## src/common/calc_pkg.sv

```systemverilog
// calculator shared definitions: FSM states, key codes and word widths
package calc_pkg;

    // sign-magnitude word, top bit is the sign
    localparam int WORD_W = 16;
    localparam int MAG_W = 15;

    // one keypad digit
    localparam int DIGIT_W = 4;

    // decimal shift applied before each new digit
    localparam int DIGIT_BASE = 10;

    // unit latencies, start cycle to finish cycle
    localparam int MULT_CYCLES = 16;
    localparam int ADDSUB_CYCLES = 2;

    // multiplier step counter width
    localparam int MULT_CNT_W = $clog2(MULT_CYCLES);

    typedef enum logic [3:0] {
        ENTER_OP1,
        WAIT_SHIFT_OP1,
        ADD_DIGIT_OP1,
        ENTER_OP2,
        WAIT_SHIFT_OP2,
        ADD_DIGIT_OP2,
        DISPATCH,
        WAIT_UNIT,
        SHOW_RESULT
    } calc_state_t;

    // operator key codes as driven by the keypad
    typedef enum logic [2:0] {
        OP_NONE = 3'd0,
        OP_NEG  = 3'd1,
        OP_ADD  = 3'd2,
        OP_SUB  = 3'd3,
        OP_MUL  = 3'd4
    } calc_op_t;

endpackage
```

## src/gencon/gencon.sv

```systemverilog
// keypad calculator controller: operand entry, operator latch, unit dispatch and result display
`timescale 1ns/1ps

module gencon (
    input  logic                         clk,
    input  logic                         nRST,
    input  logic [calc_pkg::DIGIT_W-1:0] keypad_input,
    input  logic                         read_input,
    input  calc_pkg::calc_op_t           operator_input,
    input  logic                         equal_input,
    output logic                         complete,
    output logic [calc_pkg::WORD_W-1:0]  display_output
);
    import calc_pkg::*;

    calc_state_t state;
    calc_state_t next_state;
    calc_op_t    op_q;

    logic [WORD_W-1:0]  operand1;
    logic [WORD_W-1:0]  operand2;
    logic [DIGIT_W-1:0] digit_q;
    logic [MAG_W-1:0]   digit_ext;
    logic               arith_key;
    logic               digit_load;

    logic [WORD_W-1:0]  addsub_a;
    logic [WORD_W-1:0]  addsub_b;
    logic [WORD_W-1:0]  addsub_result;
    logic               addsub_sub;
    logic               addsub_start;
    logic               addsub_finish;

    logic [WORD_W-1:0]  mult_a;
    logic [WORD_W-1:0]  mult_b;
    logic [WORD_W-1:0]  mult_product;
    logic               mult_start;
    logic               mult_finish;

    logic               unit_finish;
    logic [WORD_W-1:0]  unit_result;

    assign arith_key = (operator_input == OP_ADD) || (operator_input == OP_SUB) ||
                       (operator_input == OP_MUL);
    assign digit_ext = {{(MAG_W - DIGIT_W){1'b0}}, digit_q};

    // the adder always sees the two operands
    assign addsub_a   = operand1;
    assign addsub_b   = operand2;
    assign addsub_sub = (op_q == OP_SUB);

    // pick the unit that the latched operator started
    assign unit_finish = (op_q == OP_MUL) ? mult_finish : addsub_finish;
    assign unit_result = (op_q == OP_MUL) ? mult_product : addsub_result;

    sm_addsub add_calc (
        .clk    (clk),
        .nRST   (nRST),
        .a      (addsub_a),
        .b      (addsub_b),
        .sub    (addsub_sub),
        .start  (addsub_start),
        .result (addsub_result),
        .finish (addsub_finish)
    );

    sm_multiply mult_calc (
        .clk     (clk),
        .nRST    (nRST),
        .a       (mult_a),
        .b       (mult_b),
        .start   (mult_start),
        .product (mult_product),
        .finish  (mult_finish)
    );

    // next state and unit strobes
    always_comb begin
        next_state   = state;
        mult_a       = operand1;
        mult_b       = WORD_W'(DIGIT_BASE);
        mult_start   = 1'b0;
        addsub_start = 1'b0;
        digit_load   = 1'b0;

        case (state)
            ENTER_OP1: begin
                if (arith_key) begin
                    next_state = ENTER_OP2;
                end else if (read_input) begin
                    digit_load = 1'b1;
                    mult_start = 1'b1;
                    next_state = WAIT_SHIFT_OP1;
                end
            end
            WAIT_SHIFT_OP1: begin
                if (mult_finish) begin
                    next_state = ADD_DIGIT_OP1;
                end
            end
            ADD_DIGIT_OP1: next_state = ENTER_OP1;
            ENTER_OP2: begin
                mult_a = operand2;
                if (equal_input) begin
                    next_state = DISPATCH;
                end else if (read_input) begin
                    digit_load = 1'b1;
                    mult_start = 1'b1;
                    next_state = WAIT_SHIFT_OP2;
                end
            end
            WAIT_SHIFT_OP2: begin
                if (mult_finish) begin
                    next_state = ADD_DIGIT_OP2;
                end
            end
            ADD_DIGIT_OP2: next_state = ENTER_OP2;
            DISPATCH: begin
                if (op_q == OP_MUL) begin
                    mult_a     = operand1;
                    mult_b     = operand2;
                    mult_start = 1'b1;
                end else begin
                    addsub_start = 1'b1;
                end
                next_state = WAIT_UNIT;
            end
            WAIT_UNIT: begin
                if (unit_finish) begin
                    next_state = SHOW_RESULT;
                end
            end
            SHOW_RESULT: next_state = ENTER_OP1;
            default: next_state = ENTER_OP1;
        endcase
    end

    always_ff @(posedge clk or negedge nRST) begin
        if (!nRST) begin
            state          <= ENTER_OP1;
            op_q           <= OP_NONE;
            operand1       <= '0;
            operand2       <= '0;
            complete       <= 1'b0;
            display_output <= '0;
        end else begin
            state    <= next_state;
            complete <= (state == SHOW_RESULT);

            case (state)
                ENTER_OP1: begin
                    if (operator_input == OP_NEG) begin
                        operand1[WORD_W-1] <= ~operand1[WORD_W-1];
                    end
                    if (arith_key) begin
                        op_q <= operator_input;
                    end
                end
                // keep the entered sign, only the magnitude is shifted
                WAIT_SHIFT_OP1: begin
                    if (mult_finish) begin
                        operand1[MAG_W-1:0] <= mult_product[MAG_W-1:0];
                    end
                end
                ADD_DIGIT_OP1: operand1[MAG_W-1:0] <= operand1[MAG_W-1:0] + digit_ext;
                ENTER_OP2: begin
                    if (operator_input == OP_NEG) begin
                        operand2[WORD_W-1] <= ~operand2[WORD_W-1];
                    end
                end
                WAIT_SHIFT_OP2: begin
                    if (mult_finish) begin
                        operand2[MAG_W-1:0] <= mult_product[MAG_W-1:0];
                    end
                end
                ADD_DIGIT_OP2: operand2[MAG_W-1:0] <= operand2[MAG_W-1:0] + digit_ext;
                SHOW_RESULT: begin
                    display_output <= unit_result;
                    operand1       <= '0;
                    operand2       <= '0;
                    op_q           <= OP_NONE;
                end
                default: ;
            endcase
        end
    end

    // digit waits here while the operand is shifted
    always_ff @(posedge clk) begin
        if (digit_load) begin
            digit_q <= keypad_input;
        end
    end

    // one unit at a time, digit shifts included
    assert property (@(posedge clk) disable iff (!nRST) !(addsub_start && mult_start))
        else $error("adder and multiplier started together");

    assert property (@(posedge clk) disable iff (!nRST) complete |=> !complete)
        else $error("complete held for more than one cycle");

endmodule

```

## src/verilog/sm_multiply.sv

```systemverilog
// sequential shift-add sign-magnitude multiplier, one multiplier bit per cycle
`timescale 1ns/1ps

module sm_multiply (
    input  logic                        clk,
    input  logic                        nRST,
    input  logic [calc_pkg::WORD_W-1:0] a,
    input  logic [calc_pkg::WORD_W-1:0] b,
    input  logic                        start,
    output logic [calc_pkg::WORD_W-1:0] product,
    output logic                        finish
);
    import calc_pkg::*;

    logic                  busy;
    logic [MULT_CNT_W-1:0] cyc;

    logic [MAG_W-1:0] mcand;
    logic [MAG_W-1:0] mplier;
    logic [MAG_W-1:0] acc;
    logic [MAG_W-1:0] acc_nxt;
    logic             sign_q;

    // partial product wraps at 15 bits
    assign acc_nxt = mplier[0] ? (acc + mcand) : acc;

    always_ff @(posedge clk or negedge nRST) begin
        if (!nRST) begin
            busy   <= 1'b0;
            cyc    <= '0;
            finish <= 1'b0;
        end else begin
            finish <= 1'b0;
            if (start) begin
                busy <= 1'b1;
                cyc  <= MULT_CNT_W'(1);
            end else if (busy) begin
                if (cyc == MULT_CNT_W'(MULT_CYCLES - 1)) begin
                    busy   <= 1'b0;
                    finish <= 1'b1;
                end else begin
                    cyc <= cyc + 1'b1;
                end
            end
        end
    end

    always_ff @(posedge clk) begin
        if (start) begin
            mcand  <= a[MAG_W-1:0];
            mplier <= b[MAG_W-1:0];
            acc    <= '0;
            sign_q <= a[WORD_W-1] ^ b[WORD_W-1];
        end else if (busy) begin
            acc    <= acc_nxt;
            mcand  <= mcand << 1;
            mplier <= mplier >> 1;
            // last step also applies the sign, zero stays positive
            if (cyc == MULT_CNT_W'(MULT_CYCLES - 1)) begin
                product <= {sign_q && (acc_nxt != '0), acc_nxt};
            end
        end
    end

    assert property (@(posedge clk) disable iff (!nRST) start |-> !busy)
        else $error("sm_multiply started while busy");

    assert property (@(posedge clk) disable iff (!nRST) finish |=> !finish)
        else $error("sm_multiply finish held for more than one cycle");

endmodule

```

## src/verilog/sm_addsub.sv

```systemverilog
// sign-magnitude adder/subtractor, operands registered then combined
`timescale 1ns/1ps

module sm_addsub (
    input  logic                        clk,
    input  logic                        nRST,
    input  logic [calc_pkg::WORD_W-1:0] a,
    input  logic [calc_pkg::WORD_W-1:0] b,
    input  logic                        sub,
    input  logic                        start,
    output logic [calc_pkg::WORD_W-1:0] result,
    output logic                        finish
);
    import calc_pkg::*;

    // one bit per cycle of flight
    logic [ADDSUB_CYCLES-1:0] vld_pipe;

    logic             a_sign;
    logic             b_sign;
    logic [MAG_W-1:0] a_mag;
    logic [MAG_W-1:0] b_mag;
    logic             sum_sign;
    logic [MAG_W-1:0] sum_mag;

    always_ff @(posedge clk or negedge nRST) begin
        if (!nRST) begin
            vld_pipe <= '0;
        end else begin
            vld_pipe <= {vld_pipe[ADDSUB_CYCLES-2:0], start};
        end
    end

    assign finish = vld_pipe[ADDSUB_CYCLES-1];

    // cycle 1 captures, b sign flipped for subtract
    always_ff @(posedge clk) begin
        if (start) begin
            a_sign <= a[WORD_W-1];
            a_mag  <= a[MAG_W-1:0];
            b_sign <= b[WORD_W-1] ^ sub;
            b_mag  <= b[MAG_W-1:0];
        end
        if (vld_pipe[0]) begin
            result <= {sum_sign, sum_mag};
        end
    end

    // cycle 2 combines
    always_comb begin
        if (a_sign == b_sign) begin
            sum_mag  = a_mag + b_mag;
            sum_sign = a_sign;
        end else if (a_mag >= b_mag) begin
            sum_mag  = a_mag - b_mag;
            sum_sign = a_sign;
        end else begin
            sum_mag  = b_mag - a_mag;
            sum_sign = b_sign;
        end
        // zero is always positive
        if (sum_mag == '0) begin
            sum_sign = 1'b0;
        end
    end

    assert property (@(posedge clk) disable iff (!nRST) vld_pipe[0] |-> !start)
        else $error("sm_addsub started while an operation is in flight");

endmodule

```

## config.mk

```make
export PLATFORM = sky130hd
export DESIGN_NAME = gencon
export DESIGN_NICKNAME = d
export VERILOG_FILES = /design/src/common/calc_pkg.sv /design/src/gencon/gencon.sv /design/src/verilog/sm_multiply.sv /design/src/verilog/sm_addsub.sv
export SDC_FILE = /design/constraint.sdc
export NUM_CORES = 1
export LEC_CHECK = 0
export BUFFER_PORTS_ARGS = -buffer_cell sky130_fd_sc_hd__buf_2
export CAP_MARGIN = 5
export CORE_MARGIN = 2
export CORE_UTILIZATION = 50
export CTS_CLUSTER_SIZE = 30
export DETAILED_ROUTE_END_ITERATION = 7
export GPL_ROUTABILITY_DRIVEN = 0
export HOLD_SLACK_MARGIN = 0.03
export PLACE_DENSITY = 0.75
export SETUP_SLACK_MARGIN = 0.4
export SKIP_CTS_REPAIR_TIMING = 1
export SYNTH_ARGS = -nofsm -noshare
export SYNTH_HDL_FRONTEND = slang
export SYNTH_HIERARCHICAL = 1
export SYNTH_SLANG_ARGS = --single-unit
```

## constraint.sdc

```tcl
create_clock -name clk -period 4.7 [get_ports clk]
set_input_delay 0 -clock clk [delete_from_list [all_inputs] [get_ports clk]]
set_output_delay 0 -clock clk [all_outputs]
set_load 0.03 [all_outputs]
```

==> results_dict.tcl <==
set metrics [dict create \
    port_buffers 27 \
    nFillCells 1985 \
    crit_buf_inv 1 \
    setup_viol 0 \
    fin_nets 1254 \
    wl_per_cell_um 18.8 \
    dp_cells 1427 \
    numCtsBuffers 17 \
    relSlewSlack_pct 36.1 \
    synth_area_leader_cell "edfxtp_1" \
    cp_top_family "compound AO/OA/AOI/OAI gates" \
    grt_antenna_before_repair 0 \
    synth_nets 1245 \
    area_growth_pct 8.21 \
    met2_usage_pct 38.0 \
    r2r_slack_ns 0.79 \
    r2r_end "add_calc/result[15]" \
    clkTransAtPathRegs_ns 0.06 \
    leakage_nw 5.24 \
    ir_worst_vdd_v 0.000402 \
    crit_type "reg2reg" \
    startpoint "add_calc/a_mag[8]" \
    clk_latency_ns 0.43 \
    cp-end-kind "flip-flop" \
    p_per_area_mw_per_mm2 673 \
    via_count 9055 \
    async_flop_share_pct 36.0 \
    power_mw 8.32 \
    rows 55 \
    finalCritPeriodShare_pct 83.3 \
    placeableCoreArea_mm2 0.0226 \
    synth_area_mm2 0.0114 \
    ys.flop_type "edfxtp_1" \
    initial_core_util_pct 50.6 \
    worstRegToRegCells 11 \
    wirelength_um 27700 \
    grt-busiest-layer "met2" \
    endpoint "add_calc/result[15]" \
    slowest_delay_ns 0.65 \
    cts_tree "built" \
    layout-drive-gt1-share_pct 11.8 \
    synth_top_area_share_pct 26.0 \
    cp_data_required_time_ns 4.86 \
    ctsHtreeMaxLevel 4 \
    cp.depth 11 \
    pin_count 28 \
    synth_edf_count 99 \
    synth_seq_area_share_pct 42.6 \
    critical_path.cell_chain "inv_1 > ha_1 > a21oi_1 > o21ai_2 > a2111oi_4 > a2111oi_0 > o31ai_1 > xor2_1 > or4_1 > and4b_1 > a31oi_1" \
    outcome "completed" \
    synth.distinct_cells 107 \
    overflow 0 \
    hp-class "in2reg" \
    synth_warnings 6 \
    grt_first_pass_wirelength_um 44900 \
    cts-root-buf "clkbuf_16" \
    globalRouteTotalUtil_pct 23.5 \
    vias_per_cell 6.16 \
    grt_max_degree 65 \
    period_minus_slack_ns 3.91 \
    max_freq_mhz 256 \
    synth_cells 1162 \
    cp.arrival_ns 4.07 \
    rsz0062_at_grt "no" \
    grt_pass1_vias 8590 \
    diodes 0 \
    place.detailed.hpwl_um 20200 \
    syn_area_per_cell_um2 9.84 \
    worst_slew_pin_slew_ns 0.954 \
    ant_nets 0 \
    met3_usage_pct 3.90 \
    crit_slowest_cell "a2111oi_4" \
    die-width_um 155 \
    fin_area_mm2 0.0124 \
    r2r-start "add_calc/a_mag[8]" \
    firstDrtPassIters 5 \
    clock-skew-final_ns 0.0120 \
    final_max_slew_viol_count 0 \
    synthTopCellsByArea "edfxtp_1 26%, dfrtp_1 14%, ha_1 7.2%, nand2_1 4.1%, a21oi_1 2.9%" \
    finalHoldViolations 0 \
    dieArea_mm2 0.0241 \
    clockBufferDepth 2 \
    drt_iter0_drc 732 \
    drc 0 \
    maxCapViolCount 0 \
    grtUsageMet1_pct 32.1 \
    cp_max_fo 12 \
    ys_seq_elements 178 \
    dieHeight_um 155 \
    clock-sinks 178 \
    startpoint_type "flip-flop" \
    place_area_mm2 0.0117 \
    fin_setup_tns_ns 0 \
    final_cells 1469 \
]
==> layout make-up <==
cell class              instances  area (um^2)  area share, %
clock inverters                11          100          0.809
inverters                      74          278           2.25
flip-flops and latches        178         4870           39.4
repair buffers                 49          325           2.63
well taps                     285          357           2.88
multi-input cells             851         5960           48.2
clock buffers                  21          472           3.81
==> per-stage QoR <==
step | setup WS (ns) | hold slack (ns) | util (%)
after floorplan | 1.19 | -0.296 | -
after global placement | 1.00 | 0.183 | 51.8
after detailed placement | 0.892 | 0.179 | 51.8
after CTS | 0.895 | -0.279 | 54.4
after global routing | 0.646 | 0.101 | 54.8
final | 0.786 | 0.0732 | 54.8
==> routing by layer <==
| layer | vias up | share of wire (%) |
|---|---|---|
| li1 | 4287 | - |
| met1 | 4349 | 44 |
| met2 | 363 | 46 |
| met3 | 56 | 6.8 |
| met4 | 0 | 2.4 |
| met5 | - | 0 |
==> layout by cell type, fill, tap and decap left out, types with 10 or more instances in the layout <==
| master | instances |
|---|---|
| dlygate4sd3_1 | 10 |
| nor2b_1 | 17 |
| nand4_1 | 13 |
| xnor2_1 | 13 |
| inv_1 | 73 |
| nand3_1 | 33 |
| nor4_1 | 10 |
| a31oi_1 | 21 |
| o21a_1 | 12 |
| mux2i_1 | 29 |
| o21ai_0 | 60 |
| nand2_1 | 125 |
| a21oi_1 | 67 |
| buf_2 | 27 |
| dfxtp_1 | 15 |
| a211oi_1 | 17 |
| nand2b_1 | 14 |
| clkbuf_16 | 18 |
| nor3_1 | 20 |
| edfxtp_1 | 99 |
| ha_1 | 66 |
| xor2_1 | 16 |
| nor2_1 | 72 |
| and2_1 | 19 |
| mux2_2 | 29 |
| dfrtp_1 | 64 |
| buf_4 | 12 |
| o211ai_1 | 12 |
==> worst reg2reg max path, stage by stage (launching register included) <==
cell	delay [ns]
edfxtp_1	0.40
inv_1	0.06
ha_1	0.47
a21oi_1	0.33
o21ai_2	0.13
a2111oi_4	0.65
a2111oi_0	0.22
o31ai_1	0.35
xor2_1	0.13
or4_1	0.53
and4b_1	0.30
a31oi_1	0.09
==> worst min path at each step <==
stage	from	endpoint	slack (ns)	cells after the start
5_1_grt	equal_input	state[3]	0.10	4
4_1_cts	keypad_input[2]	digit_q[2]	-0.28	1
2_1_floorplan	nRST	add_calc/vld_pipe[0]	-0.30	0
3_3_place_gp	keypad_input[3]	digit_q[3]	0.18	1
6_report	equal_input	state[1]	0.07	5
3_5_place_dp	keypad_input[2]	digit_q[2]	0.18	1
==> Yosys cell counts, types with 10 or more instances <==
cell	count
a211oi_1	17
nand3_1	34
and2_1	19
nor4_1	10
xnor2_1	13
nor2_1	72
nand2b_1	14
nand4_1	13
nor2b_1	17
edfxtp_1	99
dfxtp_1	15
o21a_1	12
mux2i_1	29
xor2_1	16
o211ai_1	12
o21ai_0	60
ha_1	66
nand2_1	125
clkbuf_1	22
a21oi_1	67
nor3_1	21
buf_2	19
inv_1	73
dfrtp_1	64
mux2_2	29
a31oi_1	21
==> where the power goes <==
| group | internal (mW) | leakage [nW] | total, mW | switching (mW) |
|---|---|---|---|---|
| clock network | 0.779 | 0.285 | 1.38 | 0.598 |
| registers | 2.36 | 1.89 | 2.89 | 0.531 |
| logic | 1.61 | 3.07 | 4.06 | 2.45 |
| total | 4.74 | 5.24 | 8.32 | 3.58 |
==> cells by family (layout without fill, tap and decap cells) <==
group / Yosys count / count (layout) / synth area share (%)
and+or+nand+nor: 382 / 382 / 17.0
AOI/OAI and AO/OA: 307 / 307 / 18.7
DFF: 178 / 178 / 42.6
buffers and inverters: 133 / 155 / 5.32
adders and majority gates: 72 / 72 / 8.27
muxes: 59 / 59 / 5.53
xor gates and xnor gates: 31 / 31 / 2.51
==> flip-flops by register name, indices dropped and copies added, names as in the netlist, 2 cells and up <==
| name | count |
|---|---|
| add_calc/result | 16 |
| addsub_a | 16 |
| addsub_b | 16 |
| display_output | 16 |
| mult_calc/product | 16 |
| add_calc/a_mag | 15 |
| add_calc/b_mag | 15 |
| mult_calc/acc | 15 |
| mult_calc/mcand | 15 |
| mult_calc/mplier | 15 |
| digit_q | 4 |
| mult_calc/cyc | 4 |
| state | 4 |
| op_q | 3 |
| add_calc/vld_pipe | 2 |
(Power assumes the default switching activity.)
